**config.mk**
```make
export PLATFORM = sky130hd
export DESIGN_NAME = pe_simd
export DESIGN_NICKNAME = d
export VERILOG_FILES = /design/src/source/pe_simd_pkg.sv /design/src/source/pe_ifs.sv /design/src/source/inst_mem.sv /design/src/source/pe_control.sv /design/src/source/data_mem.sv /design/src/source/complex_alu.sv /design/src/source/pe_simd.sv
export SDC_FILE = /design/constraint.sdc
export NUM_CORES = 2
export LEC_CHECK = 0
export ABC_AREA = 0
export BUFFER_PORTS_ARGS = -buffer_cell sky130_fd_sc_hd__buf_2
export CORE_ASPECT_RATIO = 1.2
export CORE_UTILIZATION = 55
export CTS_BUF_LIST = sky130_fd_sc_hd__clkbuf_2
export CTS_CLUSTER_SIZE = 16
export DETAILED_ROUTE_END_ITERATION = 10
export PLACE_DENSITY = 0.71
export SYNTH_ARGS = -nofsm -noshare
export SYNTH_HDL_FRONTEND = slang
export SYNTH_SLANG_ARGS = --single-unit
```
**constraint.sdc**
```tcl
create_clock -name clk -period 12.9 [get_ports clk]
set_input_delay 1.29 -clock clk [delete_from_list [all_inputs] [get_ports clk]]
set_output_delay 1.29 -clock clk [all_outputs]
set_load 0.05 [all_outputs]
```
**src/source/pe_simd_pkg.sv**
```systemverilog
package pe_simd_pkg;

    ///////////////////////////////
    // sizes
    ///////////////////////////////
    localparam int part_width     = 16;                  // one q1.15 part
    localparam int cplx_width     = 2 * part_width;      // re in upper half
    localparam int frac_bits      = 15;                  // q1.15 product shift
    localparam int reg_num        = 16;                  // complex registers
    localparam int reg_addr_width = $clog2(reg_num);
    localparam int prog_depth     = 32;                  // instruction words
    localparam int pc_width       = $clog2(prog_depth);

    // product of a 16 bit part with a 17 bit negated part
    localparam int prod_width     = 2 * part_width + 1;
    localparam int sum_width      = prod_width + 1;     // two products added

    localparam int alu_latency    = 3;                   // alu register stages
    // counter must hold latency+1 results in flight
    localparam int flight_width   = $clog2(alu_latency + 2);

    ///////////////////////////////
    // instruction word layout
    ///////////////////////////////
    localparam int inst_width     = 16;
    localparam int op_width       = 4;
    localparam int op_lsb         = 12;                  // opcode on top
    localparam int dst_lsb        = 8;
    localparam int src_a_lsb      = 4;
    localparam int src_b_lsb      = 0;

    typedef logic signed [part_width-1:0] part_t;        // q1.15 part
    typedef logic [cplx_width-1:0]        cplx_t;        // {re, im}
    typedef logic [reg_addr_width-1:0]    reg_addr_t;
    typedef logic [pc_width-1:0]          pc_t;
    typedef logic [inst_width-1:0]        inst_t;        // {op, dst, src_a, src_b}

    typedef enum logic [op_width-1:0] {
        nop  = 4'd0,
        add  = 4'd1,   // a + b
        sub  = 4'd2,   // a - b
        mul  = 4'd3,   // a * b
        cmul = 4'd4,   // a * conj(b)
        out  = 4'd5,   // emit a
        halt = 4'd6
    } opcode_t;

endpackage

```
**src/source/pe_ifs.sv**
```systemverilog
`timescale 1ns/10ps

// issue bus, control to data memory and alu
interface pe_issue_if;
    import pe_simd_pkg::*;

    logic      issue_v;   // one instruction leaves control
    opcode_t   op;
    reg_addr_t dst;
    reg_addr_t src_a;
    reg_addr_t src_b;

    modport control (output issue_v, output op, output dst, output src_a, output src_b);
    modport mem     (input src_a, input src_b);          // read addresses only
    modport alu     (input issue_v, input op, input dst);
endinterface

// result bus out of the alu
interface pe_wb_if;
    import pe_simd_pkg::*;

    logic      wb_v;      // write result to wb_dst
    logic      out_v;     // emit result on dout
    reg_addr_t wb_dst;
    cplx_t     wb_data;

    modport alu  (output wb_v, output out_v, output wb_dst, output wb_data);
    modport mem  (input wb_v, input wb_dst, input wb_data);
    modport ctrl (input wb_v, input out_v, input wb_dst);  // scoreboard and retire count
endinterface

```
**src/source/inst_mem.sv**
```systemverilog
`timescale 1ns/10ps

module inst_mem (
    input  logic                clk,
    input  logic                reset,
    input  logic                start,
    input  logic                busy,
    input  logic                inst_in_v,
    input  pe_simd_pkg::inst_t  inst_in,
    input  pe_simd_pkg::pc_t    pc,
    output pe_simd_pkg::inst_t  inst
);
    import pe_simd_pkg::*;

    inst_t mem [prog_depth];   // program store
    pc_t   ld_cnt;             // next load address
    logic  ld_en;

    // host loads only between runs
    assign ld_en = inst_in_v && !busy;

    ///////////////////////////////
    // load counter
    ///////////////////////////////
    always_ff @(posedge clk) begin
        if (reset || start) begin
            ld_cnt <= '0;              // next program starts at 0
        end else if (ld_en) begin
            ld_cnt <= ld_cnt + 1'b1;   // wraps after prog_depth words
        end
    end

    ///////////////////////////////
    // storage
    ///////////////////////////////
    always_ff @(posedge clk) begin
        if (ld_en) begin
            mem[ld_cnt] <= inst_in;
        end
    end

    // registered fetch, word at pc shows up next cycle
    always_ff @(posedge clk) begin
        inst <= mem[pc];
    end

endmodule

```
**src/source/pe_control.sv**
```systemverilog
`timescale 1ns/10ps

module pe_control (
    input  logic               clk,
    input  logic               reset,
    input  logic               start,
    input  pe_simd_pkg::inst_t inst,
    output pe_simd_pkg::pc_t   pc,
    output logic               busy,
    output logic               done,
    pe_issue_if.control        issue,
    pe_wb_if.ctrl              wb
);
    import pe_simd_pkg::*;

    typedef enum logic [1:0] {
        st_idle,
        st_fetch,   // first word on its way out of inst_mem
        st_run,
        st_drain    // halt seen, waiting on the alu
    } state_t;

    state_t                  state;
    pc_t                     pc_q;         // address of the word now in inst
    logic [reg_num-1:0]      pending;      // scoreboard, one bit per register
    logic [reg_num-1:0]      pending_next;
    logic [reg_num-1:0]      set_mask;
    logic [reg_num-1:0]      clr_mask;
    logic [flight_width-1:0] in_flight;    // issued, not yet retired
    logic [flight_width-1:0] in_flight_next;

    opcode_t   dec_op;
    reg_addr_t dec_dst;
    reg_addr_t dec_src_a;
    reg_addr_t dec_src_b;
    logic      running;
    logic      is_arith;   // writes a register
    logic      uses_alu;
    logic      hazard;
    logic      issue_ok;
    logic      advance;    // move on to the next word
    logic      retire;

    ///////////////////////////////
    // decode and hazard check
    ///////////////////////////////
    always_comb begin
        dec_op    = opcode_t'(inst[op_lsb +: op_width]);
        dec_dst   = inst[dst_lsb +: reg_addr_width];
        dec_src_a = inst[src_a_lsb +: reg_addr_width];
        dec_src_b = inst[src_b_lsb +: reg_addr_width];
        running   = (state == st_run);
        is_arith  = dec_op inside {add, sub, mul, cmul};
        uses_alu  = is_arith || (dec_op == out);
        hazard    = pending[dec_src_a] | pending[dec_src_b] | pending[dec_dst];
        issue_ok  = running && uses_alu && !hazard;
        // nop steps on, halt stops the pc, a hazard holds it
        advance   = running && (dec_op != halt) && !(uses_alu && hazard);
    end

    assign pc = advance ? pc_q + 1'b1 : pc_q;   // next word to read

    assign issue.issue_v = issue_ok;
    assign issue.op      = dec_op;
    assign issue.dst     = dec_dst;
    assign issue.src_a   = dec_src_a;   // data_mem reads these every cycle
    assign issue.src_b   = dec_src_b;

    ///////////////////////////////
    // scoreboard and retire count
    ///////////////////////////////
    always_comb begin
        set_mask = '0;
        clr_mask = '0;
        if (issue_ok && is_arith) begin
            set_mask[dec_dst] = 1'b1;
        end
        if (wb.wb_v) begin
            clr_mask[wb.wb_dst] = 1'b1;   // result lands in data_mem this cycle
        end
        pending_next = (pending & ~clr_mask) | set_mask;
    end

    assign retire         = wb.wb_v || wb.out_v;
    assign in_flight_next = in_flight + flight_width'(issue_ok) - flight_width'(retire);

    assign busy = (state != st_idle);

    ///////////////////////////////
    // run fsm
    ///////////////////////////////
    always_ff @(posedge clk) begin
        if (reset) begin
            state     <= st_idle;
            pc_q      <= '0;
            pending   <= '0;
            in_flight <= '0;
            done      <= 1'b0;
        end else begin
            done      <= 1'b0;   // single cycle pulse
            pending   <= pending_next;
            in_flight <= in_flight_next;
            if (advance) begin
                pc_q <= pc_q + 1'b1;
            end
            case (state)
                st_idle: begin
                    if (start) begin
                        state <= st_fetch;
                        pc_q  <= '0;
                    end
                end
                st_fetch: state <= st_run;   // word 0 valid next cycle
                st_run: begin
                    if (dec_op == halt) begin
                        if (in_flight_next == '0) begin
                            state <= st_idle;   // nothing left, finish now
                            done  <= 1'b1;
                        end else begin
                            state <= st_drain;
                        end
                    end
                end
                st_drain: begin
                    if (in_flight_next == '0) begin
                        state <= st_idle;
                        done  <= 1'b1;
                    end
                end
                default: state <= st_idle;
            endcase
        end
    end

endmodule

```
**src/source/data_mem.sv**
```systemverilog
`timescale 1ns/10ps

module data_mem (
    input  logic                clk,
    input  logic                reset,
    input  logic                start,
    input  logic                busy,
    input  logic                din_v,
    input  pe_simd_pkg::cplx_t  din_pe,
    pe_issue_if.mem             issue,
    pe_wb_if.mem                wb,
    output pe_simd_pkg::cplx_t  rdata_a,
    output pe_simd_pkg::cplx_t  rdata_b
);
    import pe_simd_pkg::*;

    cplx_t     regs [reg_num];   // complex register file
    reg_addr_t ld_cnt;           // next load address
    logic      ld_en;

    // writeback wins, a load in the same cycle is dropped
    assign ld_en = din_v && !busy && !wb.wb_v;

    ///////////////////////////////
    // load counter
    ///////////////////////////////
    always_ff @(posedge clk) begin
        if (reset || start) begin
            ld_cnt <= '0;
        end else if (ld_en) begin
            ld_cnt <= ld_cnt + 1'b1;   // wraps at reg_num
        end
    end

    ///////////////////////////////
    // write port
    ///////////////////////////////
    always_ff @(posedge clk) begin
        if (wb.wb_v) begin
            regs[wb.wb_dst] <= wb.wb_data;   // alu result
        end else if (ld_en) begin
            regs[ld_cnt] <= din_pe;          // host operand
        end
    end

    ///////////////////////////////
    // read ports
    ///////////////////////////////
    // both addressed every cycle, operands valid one cycle after issue
    always_ff @(posedge clk) begin
        rdata_a <= regs[issue.src_a];
        rdata_b <= regs[issue.src_b];
    end

endmodule

```
**src/source/complex_alu.sv**
```systemverilog
`timescale 1ns/10ps

module complex_alu (
    input  logic               clk,
    input  logic               reset,
    pe_issue_if.alu            issue,
    input  pe_simd_pkg::cplx_t rdata_a,
    input  pe_simd_pkg::cplx_t rdata_b,
    pe_wb_if.alu               wb
);
    import pe_simd_pkg::*;

    ///////////////////////////////
    // issue delay, lines up with rdata
    ///////////////////////////////
    logic      v0;
    opcode_t   op0;
    reg_addr_t dst0;

    always_ff @(posedge clk) begin
        if (reset) begin
            v0 <= 1'b0;
        end else begin
            v0 <= issue.issue_v;
        end
        op0  <= issue.op;
        dst0 <= issue.dst;
    end

    ///////////////////////////////
    // stage 1, partial products
    ///////////////////////////////
    part_t                    a_re, a_im, b_re, b_im;
    logic signed [part_width:0] b_im_ext;   // 17 bits so -(-1.0) fits
    logic signed [part_width:0] b_im_x;     // conj for cmul
    logic signed [prod_width-1:0] p_rr, p_ii, p_ri, p_ir;
    cplx_t     a1, b1;
    logic      v1;
    opcode_t   op1;
    reg_addr_t dst1;

    assign a_re     = rdata_a[cplx_width-1 -: part_width];
    assign a_im     = rdata_a[part_width-1:0];
    assign b_re     = rdata_b[cplx_width-1 -: part_width];
    assign b_im     = rdata_b[part_width-1:0];
    assign b_im_ext = b_im;   // sign extend
    assign b_im_x   = (op0 == cmul) ? -b_im_ext : b_im_ext;

    always_ff @(posedge clk) begin
        if (reset) begin
            v1 <= 1'b0;
        end else begin
            v1 <= v0;
        end
        op1  <= op0;
        dst1 <= dst0;
        a1   <= rdata_a;   // kept for add, sub and out
        b1   <= rdata_b;
        p_rr <= a_re * b_re;
        p_ii <= a_im * b_im_x;
        p_ri <= a_re * b_im_x;
        p_ir <= a_im * b_re;
    end

    ///////////////////////////////
    // stage 2, sums
    ///////////////////////////////
    part_t lin_re, lin_im;   // wrapping 16 bit results
    logic signed [sum_width-1:0] s2_re, s2_im;
    logic      v2;
    opcode_t   op2;
    reg_addr_t dst2;

    always_comb begin
        case (op1)
            add: begin
                lin_re = part_t'(a1[cplx_width-1 -: part_width])
                       + part_t'(b1[cplx_width-1 -: part_width]);
                lin_im = part_t'(a1[part_width-1:0]) + part_t'(b1[part_width-1:0]);
            end
            sub: begin
                lin_re = part_t'(a1[cplx_width-1 -: part_width])
                       - part_t'(b1[cplx_width-1 -: part_width]);
                lin_im = part_t'(a1[part_width-1:0]) - part_t'(b1[part_width-1:0]);
            end
            default: begin   // pass a through for out
                lin_re = a1[cplx_width-1 -: part_width];
                lin_im = a1[part_width-1:0];
            end
        endcase
    end

    always_ff @(posedge clk) begin
        if (reset) begin
            v2 <= 1'b0;
        end else begin
            v2 <= v1;
        end
        op2  <= op1;
        dst2 <= dst1;
        if (op1 == mul || op1 == cmul) begin
            s2_re <= p_rr - p_ii;   // b_im already negated for cmul
            s2_im <= p_ri + p_ir;
        end else begin
            s2_re <= lin_re;        // sign extended, low half used
            s2_im <= lin_im;
        end
    end

    ///////////////////////////////
    // stage 3, scale and select
    ///////////////////////////////
    logic signed [sum_width-1:0] sh_re, sh_im;
    cplx_t result;

    assign sh_re  = s2_re >>> frac_bits;   // truncates toward -inf
    assign sh_im  = s2_im >>> frac_bits;
    assign result = (op2 == mul || op2 == cmul) ?
                    {sh_re[part_width-1:0], sh_im[part_width-1:0]} :
                    {s2_re[part_width-1:0], s2_im[part_width-1:0]};

    always_ff @(posedge clk) begin
        if (reset) begin
            wb.wb_v  <= 1'b0;
            wb.out_v <= 1'b0;
        end else begin
            wb.wb_v  <= v2 && (op2 inside {add, sub, mul, cmul});
            wb.out_v <= v2 && (op2 == out);
        end
        wb.wb_dst  <= dst2;
        wb.wb_data <= result;
    end

endmodule

```
**src/source/pe_simd.sv**
```systemverilog
`timescale 1ns/10ps

module pe_simd (
    input  logic               clk,
    input  logic               reset,
    input  logic               start,
    input  logic               inst_in_v,
    input  pe_simd_pkg::inst_t inst_in,
    input  logic               din_v,
    input  pe_simd_pkg::cplx_t din_pe,
    output logic               busy,
    output logic               done,
    output logic               dout_v,
    output pe_simd_pkg::cplx_t dout_pe
);
    import pe_simd_pkg::*;

    pc_t   pc;
    inst_t inst;        // fetched word
    cplx_t rdata_a;     // operands into the alu
    cplx_t rdata_b;

    pe_issue_if issue_bus ();
    pe_wb_if    wb_bus ();

    ///////////////////////////////
    // blocks
    ///////////////////////////////
    inst_mem u_imem (
        .clk       (clk),
        .reset     (reset),
        .start     (start),
        .busy      (busy),
        .inst_in_v (inst_in_v),
        .inst_in   (inst_in),
        .pc        (pc),
        .inst      (inst)
    );

    pe_control u_ctrl (
        .clk   (clk),
        .reset (reset),
        .start (start),
        .inst  (inst),
        .pc    (pc),
        .busy  (busy),
        .done  (done),
        .issue (issue_bus.control),
        .wb    (wb_bus.ctrl)
    );

    data_mem u_dmem (
        .clk     (clk),
        .reset   (reset),
        .start   (start),
        .busy    (busy),
        .din_v   (din_v),
        .din_pe  (din_pe),
        .issue   (issue_bus.mem),
        .wb      (wb_bus.mem),
        .rdata_a (rdata_a),
        .rdata_b (rdata_b)
    );

    complex_alu u_alu (
        .clk     (clk),
        .reset   (reset),
        .issue   (issue_bus.alu),
        .rdata_a (rdata_a),
        .rdata_b (rdata_b),
        .wb      (wb_bus.alu)
    );

    // out results leave on the shared result bus
    assign dout_v  = wb_bus.out_v;
    assign dout_pe = wb_bus.wb_data;

endmodule

```
==> flow_metrics.env <==
export IMPL_status="complete, no violations"
export IMPL_hpwl_mm=173
export IMPL_layout_nets=10036
export IMPL_worstMarginPinSlew_ns=1.28
export IMPL_avgViaCountPerCell=5.94
export IMPL_critical_path_class="reg -> reg"
export IMPL_clockRootBuffer="clkbuf_2"
export IMPL_syn_area_per_cell_um2=11.9
export IMPL_synth_cell_types=81
export IMPL_synthCells=8316
export IMPL_ant_nets=0
export IMPL_place_worst_setup_slack_ns=3.91
export IMPL_portBuffers=87
export IMPL_cts_num_sinks=1455
export IMPL_cp_endpoint="u_alu.p_ri[30]"
export IMPL_utilization_pct=59.4
export IMPL_path_clk_slew_ns=0.10
export IMPL_postCtsHoldBufs=30
export IMPL_drt_wirelength_per_cell_um=23.1
export IMPL_cp_end_kind="flop"
export IMPL_num_rows=169
export IMPL_yosysTopAreaCell="edfxtp_1"
export IMPL_setup_slack_ns=3.95
export IMPL_cp_common_cell="fa_1"
export IMPL_die_w_um=389
export IMPL_slew_headroom_pct=14.7
export IMPL_insertion_delay_ns=1.82
export IMPL_rsz0062_at_grt="no"
export IMPL_start_util_pct=55.6
export IMPL_grt_usage_pct=29.1
export IMPL_cts_tree="done"
export IMPL_coreArea_um2=177000
export IMPL_r2r_setup_slack_ns=3.95
export IMPL_r2r_cells=28
export IMPL_ys_seq_elements=1455
export IMPL_synthTopCellsByArea="edfxtp_1 31%, fa_1 21%, dfxtp_1 8.7%"
export IMPL_cp_arrival_ns=10.62
export IMPL_synth_top_cell_area_share_pct=31.2
export IMPL_fin_crit_ns=8.95
export IMPL_path_max_fanout=33
export IMPL_die_h_um=466
export IMPL_ctsResizeCount=0
export IMPL_r2r_end="u_alu.p_ri[30]"
export IMPL_fin_tns_setup_ns=0
export IMPL_worstReg2RegStart="u_dmem.rdata_b[0]"
export IMPL_setup_violations=0
export IMPL_h_tree_depth=5
export IMPL_slew_viol_final=0
export IMPL_synth_nets=9833
export IMPL_synthFlopType="edfxtp_1"
export IMPL_synth_warning_count=0
export IMPL_route_detailed_drc=0
export IMPL_fin_skew_ns=0.163
export IMPL_first_pass_iters=5
export IMPL_clk_path_buf_depth=4
export IMPL_routed_wl_mm=257
export IMPL_synth_edf_count=1024
export IMPL_timing_final_crit_share_pct=69.4
export IMPL_start_kind="flop"
export IMPL_gp_congestion=0.896
export IMPL_crit_path_start="u_dmem.rdata_b[0]"
export IMPL_ys_async_sr_fraction_pct=0
export IMPL_required_ns=14.57
export IMPL_hold_class="in -> reg"
export IMPL_ioPinCount=88
export IMPL_cts_buffers=359
export IMPL_dr_total_vias=66012
export IMPL_grt_pass1_vias=69463
export IMPL_synthesis_area_um2=98700
export IMPL_max_freq_mhz=112
export IMPL_overflow=0
export IMPL_maxCapViolations=0
export IMPL_cts_setup_buffers=0
export IMPL_drive_gt1_share_pct=14.7
export IMPL_drt_initial_drc_count=6365
export IMPL_grt_start_max_net_pins=127
export IMPL_grt_pass1_wl_mm=399
export IMPL_fp_dieArea_um2=181000
export IMPL_critPathSlowestCell="o41ai_1"
export IMPL_cpPeakStageDelay_ns=0.83
export IMPL_antenna_found_initial=11
export IMPL_syn2layout_area_growth_pct=6.81
export IMPL_hold_violations=0
export IMPL_seq_area_frac_synth_pct=39.9
[cell families after synthesis]
kind of cell	share of synthesized area, %
DFF	39.9
adders and majority gates	26.5
muxes	8.79
buffers and inverters	6.31
and+or+nand+nor	10.5
xor gates and xnor gates	2.51
AOI/OAI and AO/OA	5.50
[worst min path at each step]
| stage | end | slack, ns | depth (start not counted) | start |
|---|---|---|---|---|
| after floorplan | u_alu.dst1[0] | 0.31 | 0 | u_alu.dst0[0] |
| after global placement | u_alu.wb.wb_dst[2] | 0.31 | 0 | u_alu.dst2[2] |
| after detailed placement | u_alu.dst2[1] | 0.31 | 0 | u_alu.dst1[1] |
| after CTS | u_dmem.regs[3][3] | 0.001 | 2 | din_pe[3] |
| after global routing | u_dmem.regs[3][15] | -0.04 | 2 | din_pe[15] |
| final | u_dmem.regs[0][22] | 0.12 | 2 | din_pe[22] |
[area by class of cell]
class / instances / area [um2]
Antenna cell: 15 / 37.5
Clock buffer: 530 / 2650
Clock inverter: 104 / 558
Fill cell: 14076 / 72000
Inverter: 1245 / 4670
Multi-Input combinational cell: 5212 / 53500
Sequential cell: 1455 / 39400
Tap cell: 2308 / 2890
Timing Repair Buffer: 246 / 1720
[cells in the final DEF (no fill, tap or decap), types with 19 or more instances in the layout]
cell type | Yosys | layout
nor2_4 | 1 | 19
xnor2_1 | 183 | 180
dlygate4sd3_1 | 0 | 30
nor2b_1 | 24 | 24
dfxtp_1 | 431 | 421
inv_1 | 1245 | 1245
ha_1 | 423 | 423
nor2_1 | 292 | 249
nand2_1 | 969 | 967
mux2_2 | 67 | 67
o22ai_1 | 114 | 113
o21ai_0 | 120 | 120
buf_2 | 28 | 87
edfxtp_1 | 1024 | 1024
o31ai_1 | 22 | 22
xor2_1 | 100 | 89
nand2b_1 | 51 | 51
mux4_2 | 334 | 334
or3_1 | 19 | 19
nor3_1 | 70 | 69
nor2_2 | 1 | 26
a21oi_1 | 227 | 225
a21o_1 | 77 | 76
clkinv_1 | 0 | 72
and2_1 | 463 | 462
nand3_1 | 113 | 113
mux2i_1 | 39 | 39
clkbuf_2 | 0 | 530
buf_4 | 1 | 128
nor4_1 | 61 | 61
and3_1 | 29 | 29
o21a_1 | 21 | 21
o21bai_1 | 24 | 24
a32oi_1 | 34 | 34
a31oi_1 | 55 | 55
a211oi_1 | 46 | 46
fa_1 | 1041 | 1041
o221ai_1 | 19 | 19
[metal layers]
layer | global-route usage (%) | vias up | wire length [um]
met1 | 37.2 | 33667 | 96800
met5 | 0 | - | 31
li1 | - | 28568 | -
met3 | 4.95 | 642 | 21800
met4 | 14.8 | 4 | 13600
met2 | 48.1 | 3131 | 125000
[through the flow]
step | hold slack, ns | instance area, um2 | std cells
CTS | 0.00130 | 105000 | 11100
global route | -0.0373 | 105000 | 11113
finish | 0.120 | 105000 | 11115
detailed placement | 0.315 | 102000 | 10436
floorplan | 0.310 | 98700 | 8316
global placement | 0.311 | 102000 | 10436
[worst max-delay path: cells and delay by family (launching register included)]
family	cells	cell delay, ns
buffers and inverters	6	0.93
AOI/OAI and AO/OA	9	2.80
and+or+nand+nor	3	1.00
adders and majority gates	8	3.54
xor gates and xnor gates	2	0.33
DFF	1	0.31
[sequential cells by signal, indices dropped and copies added (netlist names), 16 cells and up]
signal	count
u_alu.s2_re	31
u_alu.b1	32
u_alu.p_ir	31
u_alu.s2_im	31
u_imem.inst	16
u_imem.mem	512
u_alu.p_ri	31
u_dmem.rdata_a	32
u_alu.p_ii	31
u_alu.a1	32
u_dmem.regs	512
u_ctrl.pending	16
u_dmem.rdata_b	32
u_alu.p_rr	31
u_alu.wb.wb_data	32
[cell usage after synthesis (all sizes together), types with 5 or more instances]
cell	n
a211oi	46
a21boi	9
a21o	77
a21oi	228
a221oi	6
a31oi	56
a32oi	34
a41oi	5
and2	463
and3	29
buf	68
clkbuf	336
dfxtp	431
edfxtp	1024
fa	1041
ha	423
inv	1245
mux2	68
mux2i	39
mux4	334
nand2	970
nand2b	51
nand3	113
nand3b	14
nand4	14
nor2	294
nor2b	24
nor3	70
nor3b	15
nor4	62
nor4b	5
o211ai	18
o21a	21
o21ai	121
o21bai	24
o221ai	19
o22ai	114
o31ai	22
o41ai	8
or2	16
or3	19
xnor2	183
xor2	100
Power is not shown: default switching activity piles up to over one toggle a cycle in this logic, so the estimate is an artifact.
